==> src/include/spiCounter_config.svh <==
`ifndef SPICOUNTER_CONFIG_SVH
`define SPICOUNTER_CONFIG_SVH

// stages in each input synchronizer, the top two feed the edge detectors
`define SYNC_DEPTH 3

// event counter and snapshot word width
`define COUNT_WIDTH 32

// command codes, only the first byte of a message is decoded
`define CMD_CLEAR 8'h01   // zero the counter
`define CMD_ENABLE 8'h02  // resume counting
`define CMD_DISABLE 8'h03 // hold the count

// anything else in the first byte is ignored

`endif

==> src/rtl/spiCounterPkg.sv <==
`include "spiCounter_config.svh"

package spiCounterPkg;

  // synchronized view of the spi pins, one-cycle strobes except selActive/mosiBit
  typedef struct packed {
    logic sckRise;   // sck rising edge seen
    logic sckFall;   // sck falling edge seen, sample point
    logic selActive; // ssel low
    logic msgStart;  // ssel falling edge
    logic msgEnd;    // ssel rising edge
    logic mosiBit;   // mosi aligned with the sck edge strobes
  } spiEvents_t;

  // operations the controller can ask of the counter
  typedef enum logic [1:0] {
    opSnapshot = 2'd0,
    opClear    = 2'd1,
    opEnable   = 2'd2,
    opDisable  = 2'd3
  } counterOp_e;

  // request side of the four-phase link, op held stable while req is high
  typedef struct packed {
    logic       req;
    counterOp_e op;
  } counterReq_t;

  // ack side, value is the count before the op and valid while ack is high
  typedef struct packed {
    logic                    ack;
    logic [`COUNT_WIDTH-1:0] value;
  } counterAck_t;

  // received byte, valid for one cycle
  typedef struct packed {
    logic       valid;
    logic       first; // first byte of its message
    logic [7:0] data;
  } rxByte_t;

endpackage

==> src/rtl/eventCounter.sv <==
`timescale 1ns/100ps
`include "spiCounter_config.svh"

module eventCounter (
  input  logic                       clk,
  input  logic                       reset,
  input  logic                       eventRise,
  input  spiCounterPkg::counterReq_t cReq,
  output spiCounterPkg::counterAck_t cAck,
  output logic                       counting
);

  logic [`COUNT_WIDTH-1:0] count;
  logic [`COUNT_WIDTH-1:0] valueQ; // count captured when the request was served
  logic                    enabled;
  logic                    ackQ;
  logic                    serve;  // new request, not yet acknowledged

  assign serve = cReq.req && !ackQ;

  always_ff @(posedge clk)
  begin
    if (reset)
    begin
      count   <= '0;
      enabled <= 1'b1; // counting out of reset
      ackQ    <= 1'b0;
    end
    else
    begin
      if (eventRise && enabled)
        count <= count + 1'b1;
      if (serve)
      begin
        ackQ <= 1'b1;  // answer one clk after req is seen
        case (cReq.op)
          spiCounterPkg::opClear:   count   <= '0;   // beats an event in the same cycle
          spiCounterPkg::opEnable:  enabled <= 1'b1;
          spiCounterPkg::opDisable: enabled <= 1'b0;
          default:                  ;                // snapshot leaves state alone
        endcase
      end
      else if (!cReq.req)
        ackQ <= 1'b0;  // phase 4
    end
  end

  always_ff @(posedge clk)
  begin
    if (serve)
      valueQ <= count; // value before the op
  end

  always_comb
  begin
    cAck.ack   = ackQ;
    cAck.value = valueQ;
  end

  assign counting = enabled;

  // req is withdrawn only once it has been acknowledged
  assert property (@(posedge clk) disable iff (reset) $fell(cReq.req) |-> $past(cAck.ack));

endmodule

==> src/rtl/spiControl.sv <==
`timescale 1ns/100ps
`include "spiCounter_config.svh"

module spiControl (
  input  logic                       clk,
  input  logic                       reset,
  input  logic                       msgStart,
  input  spiCounterPkg::rxByte_t     rxByte,
  output spiCounterPkg::counterReq_t cReq,
  input  spiCounterPkg::counterAck_t cAck,
  output logic                       loadWord,
  output logic [`COUNT_WIDTH-1:0]    loadValue
);

  logic                      snapPend;  // snapshot waiting for the link
  logic                      cmdPend;   // one command waiting for the link
  spiCounterPkg::counterOp_e cmdOp;
  spiCounterPkg::counterOp_e newOp;
  logic                      known;     // first byte matched a command code
  logic                      newCmd;
  logic                      takeCmd;
  logic                      idle;      // req and ack both low, link free
  logic                      issueSnap;
  logic                      issueCmd;
  logic                      done;      // ack seen for the request in flight

  // command decode
  always_comb
  begin
    newOp = spiCounterPkg::opSnapshot;
    known = 1'b1;
    case (rxByte.data)
      `CMD_CLEAR:   newOp = spiCounterPkg::opClear;
      `CMD_ENABLE:  newOp = spiCounterPkg::opEnable;
      `CMD_DISABLE: newOp = spiCounterPkg::opDisable;
      default:      known = 1'b0; // unknown codes are dropped here
    endcase
  end

  assign newCmd = rxByte.valid && rxByte.first && known; // later bytes never decode

  assign idle      = !cReq.req && !cAck.ack;
  assign done      = cReq.req && cAck.ack;
  assign issueSnap = idle && (msgStart || snapPend);   // snapshot wins over a command
  assign issueCmd  = idle && !msgStart && !snapPend && cmdPend;
  assign takeCmd   = newCmd && (!cmdPend || issueCmd); // a second pending one is lost

  always_ff @(posedge clk)
  begin
    if (reset)
    begin
      cReq.req <= 1'b0;
      cReq.op  <= spiCounterPkg::opSnapshot;
      snapPend <= 1'b0;
      cmdPend  <= 1'b0;
      loadWord <= 1'b0;
    end
    else
    begin
      loadWord <= 1'b0;
      snapPend <= (snapPend || msgStart) && !issueSnap;
      if (done)
      begin
        cReq.req <= 1'b0;  // phase 3, counter then drops ack
        if (cReq.op == spiCounterPkg::opSnapshot)
          loadWord <= 1'b1;
      end
      else if (issueSnap)
      begin
        cReq.req <= 1'b1;
        cReq.op  <= spiCounterPkg::opSnapshot;
      end
      else if (issueCmd)
      begin
        cReq.req <= 1'b1;
        cReq.op  <= cmdOp;
      end
      if (issueCmd)
        cmdPend <= 1'b0;
      if (takeCmd)
        cmdPend <= 1'b1;
    end
  end

  always_ff @(posedge clk)
  begin
    if (takeCmd)
      cmdOp <= newOp;
    if (done)
      loadValue <= cAck.value; // pre-op count, goes out with loadWord
  end

  // the counter holds ack until the request is withdrawn
  assert property (@(posedge clk) disable iff (reset) cReq.req && cAck.ack |=> cAck.ack);

  // a new request waits for the counter to release ack
  assert property (@(posedge clk) disable iff (reset) $rose(cReq.req) |-> !cAck.ack);

endmodule

==> src/rtl/spiCounterTop.sv <==
`timescale 1ns/100ps
`include "spiCounter_config.svh"

module spiCounterTop (
  input  logic clk,
  input  logic reset,
  input  logic sck,
  input  logic ssel,
  input  logic mosi,
  input  logic eventIn,
  output logic miso,
  output logic counting
);

  spiCounterPkg::spiEvents_t   spiEv;
  spiCounterPkg::rxByte_t      rxByte;
  spiCounterPkg::counterReq_t  cReq;
  spiCounterPkg::counterAck_t  cAck;
  logic                        eventRise;
  logic                        msgStart;
  logic                        loadWord;
  logic [`COUNT_WIDTH-1:0]     loadValue;

  // pins into the clk domain
  spiInputSync uSync (
    .clk       (clk),
    .reset     (reset),
    .sck       (sck),
    .ssel      (ssel),
    .mosi      (mosi),
    .eventIn   (eventIn),
    .spiEv     (spiEv),
    .eventRise (eventRise)
  );

  spiSlaveShifter uShifter (
    .clk       (clk),
    .reset     (reset),
    .spiEv     (spiEv),
    .loadWord  (loadWord),
    .loadValue (loadValue),
    .rxByte    (rxByte),
    .msgStart  (msgStart),
    .miso      (miso)
  );

  // command decode and req/ack sequencing
  spiControl uControl (
    .clk       (clk),
    .reset     (reset),
    .msgStart  (msgStart),
    .rxByte    (rxByte),
    .cReq      (cReq),
    .cAck      (cAck),
    .loadWord  (loadWord),
    .loadValue (loadValue)
  );

  eventCounter uCounter (
    .clk       (clk),
    .reset     (reset),
    .eventRise (eventRise),
    .cReq      (cReq),
    .cAck      (cAck),
    .counting  (counting)
  );

endmodule

==> src/rtl/spiInputSync.sv <==
`timescale 1ns/100ps
`include "spiCounter_config.svh"

module spiInputSync (
  input  logic                      clk,
  input  logic                      reset,
  input  logic                      sck,
  input  logic                      ssel,
  input  logic                      mosi,
  input  logic                      eventIn,
  output spiCounterPkg::spiEvents_t spiEv,
  output logic                      eventRise
);

  localparam int lastStage = `SYNC_DEPTH - 1; // oldest sample, only used for edge compare

  logic [`SYNC_DEPTH-1:0] sckSync;
  logic [`SYNC_DEPTH-1:0] sselSync;
  logic [`SYNC_DEPTH-1:0] eventSync;
  logic [`SYNC_DEPTH-2:0] mosiSync; // one stage short, data is taken where edges are judged

  always_ff @(posedge clk)
  begin
    if (reset)
    begin
      sckSync   <= '0;  // mode 0 idles low
      sselSync  <= '1;  // deselected
      eventSync <= '0;
      mosiSync  <= '0;
    end
    else
    begin
      sckSync   <= {sckSync[`SYNC_DEPTH-2:0], sck};
      sselSync  <= {sselSync[`SYNC_DEPTH-2:0], ssel};
      eventSync <= {eventSync[`SYNC_DEPTH-2:0], eventIn};
      mosiSync  <= {mosiSync[`SYNC_DEPTH-3:0], mosi};
    end
  end

  // edges from the two oldest stages, 2 clk behind the pins
  always_comb
  begin
    spiEv.sckRise   = (sckSync[lastStage -: 2] == 2'b01);
    spiEv.sckFall   = (sckSync[lastStage -: 2] == 2'b10);
    spiEv.selActive = ~sselSync[lastStage-1]; // active low
    spiEv.msgStart  = (sselSync[lastStage -: 2] == 2'b10);
    spiEv.msgEnd    = (sselSync[lastStage -: 2] == 2'b01);
    spiEv.mosiBit   = mosiSync[lastStage-1];  // same age as the sck edge compare
  end

  assign eventRise = (eventSync[lastStage -: 2] == 2'b01);

  // mode 0 keeps sck low whenever ssel changes
  assert property (@(posedge clk) disable iff (reset)
    (spiEv.msgStart || spiEv.msgEnd) |-> !sckSync[lastStage-1]);

endmodule

==> src/rtl/spiSlaveShifter.sv <==
`timescale 1ns/100ps
`include "spiCounter_config.svh"

module spiSlaveShifter (
  input  logic                      clk,
  input  logic                      reset,
  input  spiCounterPkg::spiEvents_t spiEv,
  input  logic                      loadWord,
  input  logic [`COUNT_WIDTH-1:0]   loadValue,
  output spiCounterPkg::rxByte_t    rxByte,
  output logic                      msgStart,
  output logic                      miso
);

  logic [2:0]              bitCnt;    // bit position within the current byte
  logic                    firstDone; // first byte of this message already delivered
  logic                    txArmed;   // a falling edge has been seen in this message
  logic                    byteDone;
  logic [7:0]              rxShift;
  logic                    rxValid;
  logic                    rxFirst;
  logic [`COUNT_WIDTH-1:0] txShift;

  // eighth falling edge of a byte
  assign byteDone = spiEv.selActive && spiEv.sckFall && (bitCnt == 3'd7);

  // bit and byte tracking, everything restarts while deselected
  always_ff @(posedge clk)
  begin
    if (reset || !spiEv.selActive)
    begin
      bitCnt    <= 3'd0;
      firstDone <= 1'b0;
      txArmed   <= 1'b0;
    end
    else if (spiEv.sckFall)
    begin
      bitCnt  <= bitCnt + 3'd1; // wraps at byte boundary
      txArmed <= 1'b1;
      if (bitCnt == 3'd7)
        firstDone <= 1'b1;
    end
  end

  // receive shift, msb first
  always_ff @(posedge clk)
  begin
    if (spiEv.selActive && spiEv.sckFall)
      rxShift <= {rxShift[6:0], spiEv.mosiBit};
  end

  always_ff @(posedge clk)
  begin
    if (reset)
    begin
      rxValid  <= 1'b0;
      rxFirst  <= 1'b0;
      msgStart <= 1'b0;
    end
    else
    begin
      rxValid  <= byteDone;               // one cycle after the eighth fall
      rxFirst  <= byteDone && !firstDone;
      msgStart <= spiEv.msgStart;         // delayed so the bit state is already cleared
    end
  end

  always_comb
  begin
    rxByte.valid = rxValid;
    rxByte.first = rxFirst;
    rxByte.data  = rxShift; // complete once rxValid is high
  end

  // transmit word, zero fill behind the msb.
  // The first rise of a message does not shift: the master samples bit 31 on the first fall.
  always_ff @(posedge clk)
  begin
    if (reset || !spiEv.selActive)
      txShift <= '0;  // idle low between messages
    else if (loadWord)
      txShift <= loadValue;
    else if (spiEv.sckRise && txArmed)
      txShift <= {txShift[`COUNT_WIDTH-2:0], 1'b0};
  end

  assign miso = txShift[`COUNT_WIDTH-1]; // msb first, no tri-state with a single slave

  // the snapshot must land inside the message it was taken for
  assert property (@(posedge clk) disable iff (reset) loadWord |-> spiEv.selActive);

endmodule

==> config.mk <==
export PLATFORM = sky130hd
export DESIGN_NAME = spiCounterTop
export DESIGN_NICKNAME = d
export VERILOG_FILES = /design/src/rtl/spiCounterPkg.sv /design/src/rtl/eventCounter.sv /design/src/rtl/spiControl.sv /design/src/rtl/spiCounterTop.sv /design/src/rtl/spiInputSync.sv /design/src/rtl/spiSlaveShifter.sv
export VERILOG_INCLUDE_DIRS = /design/src /design/src/include
export SDC_FILE = /design/constraint.sdc
export NUM_CORES = 1
export LEC_CHECK = 0
export ABC_AREA = 1
export BUFFER_PORTS_ARGS = -buffer_cell sky130_fd_sc_hd__clkbuf_2
export CAP_MARGIN = 0
export CORE_MARGIN = 2
export CORE_UTILIZATION = 38
export CTS_CLUSTER_DIAMETER = 150
export DETAILED_ROUTE_END_ITERATION = 8
export SYNTH_ARGS = -nofsm -noshare
export SYNTH_HDL_FRONTEND = slang
export SYNTH_SLANG_ARGS = --single-unit
==> constraint.sdc <==
create_clock -name clk -period 5.48 [get_ports clk]
set_clock_uncertainty 0.2 [all_clocks]
set_input_delay 0 -clock clk [delete_from_list [all_inputs] [get_ports clk]]
set_output_delay 0 -clock clk [all_outputs]
set_load 0.05 [all_outputs]
==> run summary <==
ROUTE
----------------------------------------------------------------------------------------
Iter 0 DRT Violations                                                                329
Met2 wire length                                                                 4975 um
Uppermost layer routed                                                              met4
Remaining number of nets flagged by the antenna check after routing                    0
Residual DRC count                                                                     0
Total Wirelength                                                                10900 um
Number of search-and-repair iterations in the first detailed-routing pass              5
Met3 WL post-DR                                                                   417 um
Vias/cell                                                                          4.679
Vias                                                                                4169
Post-detailed-route wirelength per cell                                         12.23 um
Detailed-routing wirelength on met1                                              5269 um

STA
----------------------------------------------------------------------------------------
Hold slack                                                                     0.2008 ns
Maximum operating frequency                                                    389.9 MHz
Final min period                                                                2.565 ns
Max_slew headroom                                                                 0.1954
Final Hold Viols                                                                       0
Sum of negative setup slack                                                         0 ns
# setup viols final                                                                    0
Share of the clock period used by the worst path                                  0.4680
Setup repair after global routing missed its margin                                   no
Worst slew pin tran                                                             1.206 ns
Pins over their slew limit                                                             0

CLOCK NETWORK
----------------------------------------------------------------------------------------
CTS HTree Levels                                                                       4
Post-CTS resize count                                                                  0
CTS Buffer Depth                                                                       2
Sink count of the clock tree                                                         165
TritonCTS Buffers                                                                     17
Clock latency at the later pin of the worst-skew pair                            0.42 ns
Setup repair bufs after CTS                                                            0
Clock slew at the register clock pins of the worst setup and hold paths          0.06 ns
Clock tree from TritonCTS                                                          built
Clock tree root driver cell                                                    clkbuf_16
Number of buffers inserted for hold repair after clock tree synthesis                  9

FLOORPLAN
----------------------------------------------------------------------------------------
Die X                                                                           131.9 um
Core area                                                                     15940 um^2
Effective utilization at floorplan                                                0.3899
Num rows                                                                              46
Num ports                                                                              8
Die height                                                                      131.9 um
Area of the die                                                               17400 um^2

GLOBAL ROUTE
----------------------------------------------------------------------------------------
Vias in the first global route                                                      4009
Maximum number of pins on one net before global-route repair                          42
Wire length of the first global-routing pass                                    18710 um
Total routing resource utilization after global routing                           0.1332
Initial antenna violation count                                                        0
Residual overflow from global routing                                                  0

FINISH
----------------------------------------------------------------------------------------
Area of the multi-input gates                                                  1847 um^2
Number of cells in the finished layout apart from fillers                            891
Antenna fix cells                                                                      0
Layout overhead on the synthesized area                                           14.86%
Filler Cells Inserted                                                               1480
Fraction of final layout cells sized beyond drive strength 1                     0.09037
Sequential cell area                                                           4044 um^2
Number of nets in the finished design                                                671

CRITICAL PATH
----------------------------------------------------------------------------------------
Critical path startpoint category                                                   flop
Worst path required time                                                         5.65 ns
CP Capture Type                                                                     flop
Largest driver fanout on the critical path                                            34
Critical path class                                                           reg -> reg
Worst path arrival time                                                          2.73 ns

HOLD PATH
----------------------------------------------------------------------------------------
Worst hold path class                                                         reg -> reg

PLACEMENT
----------------------------------------------------------------------------------------
Total instance count after detailed placement                                        850
Weighted congestion reported at the end of routability-driven placement           0.7856
Port Buf Inserts                                                                       7
HPWL after detailed placement                                                    7320 um

YOSYS
----------------------------------------------------------------------------------------
Mapped Avg Cell Area                                                          9.667 um^2
Most used standard cell by instance count after synthesis                        nand2_1
Cell count after synthesis                                                           643
Commonest cells post-synth                                                  161 x nand2_1, 91 x dfxtp_1, 80 x nor2_1
Area fraction in compound gates after synthesis                                  0.07508
Post-Syn Area                                                                  6216 um^2
Post-Synth Simple-Gate Area                                                       0.2110
Synthesized net count                                                                652
Dominant combinational cell family by area after synthesis                  simple AND/OR/NAND/NOR gates
Fraction of the yosys area taken by sequential cells                              0.6506
Adder-cell share of the synthesized area                                        0.006039
Proportion of synthesized area in mux cells                                            0
Yosys reg bits                                                                       165
Cell taking the most area after synthesis                                       edfxtp_1
Area share of the leading cell type in the synthesized netlist                    0.3575
Area share of xor/xnor cells in the synthesized design                          0.004227
Synth area leaders                                                          edfxtp_1 36%, dfxtp_1 29%, nand2_1 9.7%, nor2_1 4.8%, inv_1 3.9%
Number of distinct library cells after synthesis                                      29
YS warnings                                                                            0
Most used flip-flop cell after synthesis                                         dfxtp_1
Synth async-reset ratio                                                                0
Number of enable flip-flop cells after synthesis                                      74

POWER AND IR DROP
----------------------------------------------------------------------------------------
Leak                                                                            2.458 nW
PwrDens                                                                     350.4 nW/um^2
Maximum resistive drop on vdd                                                   210.5 uV

RUN STATUS
----------------------------------------------------------------------------------------
Run status                                                                     completed

JOB
----------------------------------------------------------------------------------------
Maximum capacitance violations                                                         0

## cells by family after synthesis
kind of cell,count (synthesis)
simple gates,307
flops,165
buf+inv,83
compound gates,82
xor+xnor,3
fa+ha+maj,3
## report_power, final
| part | internal (W) | switching (W) |
|---|---|---|
| combinational | 0.0000119 | 0.0000217 |
| clock | 0.000715 | 0.000462 |
| sequential | 0.00129 | 0.00000421 |
| total | 0.00201 | 0.000487 |
## cell usage in the layout (no fill, tap or decap), drive strengths merged, types with 6 or more instances in the layout
master / count
dfxtp: 91
clkbuf: 26
edfxtp: 74
nor2: 92
o21ai: 15
a21oi: 35
nand2: 163
clkinv: 6
inv: 65
nand4: 9
a31oi: 22
dlygate4sd3: 9
a22oi: 9
nand3: 31
## registers in the layout, summed over array words and instances, names as in the netlist, 2 cells and up
signal,flops
uCounter.count,32
uSync.mosiSync,2
uShifter.txShift,32
uCounter.valueQ,32
uSync.sckSync,3
uSync.eventSync,3
uControl.loadValue,32
uSync.sselSync,3
uControl.cmdOp,2
uControl.cReq,3
uShifter.rxShift,8
uShifter.bitCnt,3
## metrics by stage
stage,setup WS (ns),util,cell area [um^2],total power [W]
3_3_place_gp,3.030,0.4051,6459,0.001345
6_report,2.915,0.4478,7139,0.002501
5_1_grt,2.688,0.4478,7139,0.002581
4_1_cts,2.898,0.4478,7139,0.002526
3_5_place_dp,2.915,0.4051,6459,0.001347
2_1_floorplan,2.711,-,6216,0.001339
## area by class of cell
type / instances / share of cell area
tap: 216 / 0.03785
inverter: 64 / 0.03365
sequential: 165 / 0.5664
multi-input combinational: 395 / 0.2587
clock buffer: 19 / 0.06064
timing repair buffer: 19 / 0.02068
clock inverter: 13 / 0.02208
## layer usage
metal	global-route usage	vias to the layer above
li1	-	2158
met1	0.1721	1910
met2	0.2066	79
met3	0.03998	22
met4	0.06039	0
met5	0	-
## critical path, stage by stage, from the launching register on
cell	delay, ns
dfxtp_1	0.33
inv_1	0.11
nor2_2	0.04
buf_4	0.25
a21oi_2	0.89
inv_1	0.34
a21oi_1	0.21
o21a_1	0.13
## path summary, 6_finish.rpt
kind                                  from  slack, ns                            end  cells after the start
min           uSync.mosiSync[0]$_SDFF_PP0_       0.20   uSync.mosiSync[1]$_SDFF_PP0_                      2
min reg2reg   uSync.mosiSync[0]$_SDFF_PP0_       0.20   uSync.mosiSync[1]$_SDFF_PP0_                      2
max          uControl.cReq[2]$_SDFFE_PP0P_       2.92  uCounter.count[13]$_SDFF_PP0_                      7
max reg2reg  uControl.cReq[2]$_SDFFE_PP0P_       2.92  uCounter.count[13]$_SDFF_PP0_                      7
No activity file was read; power rests on OpenSTA's default activity.
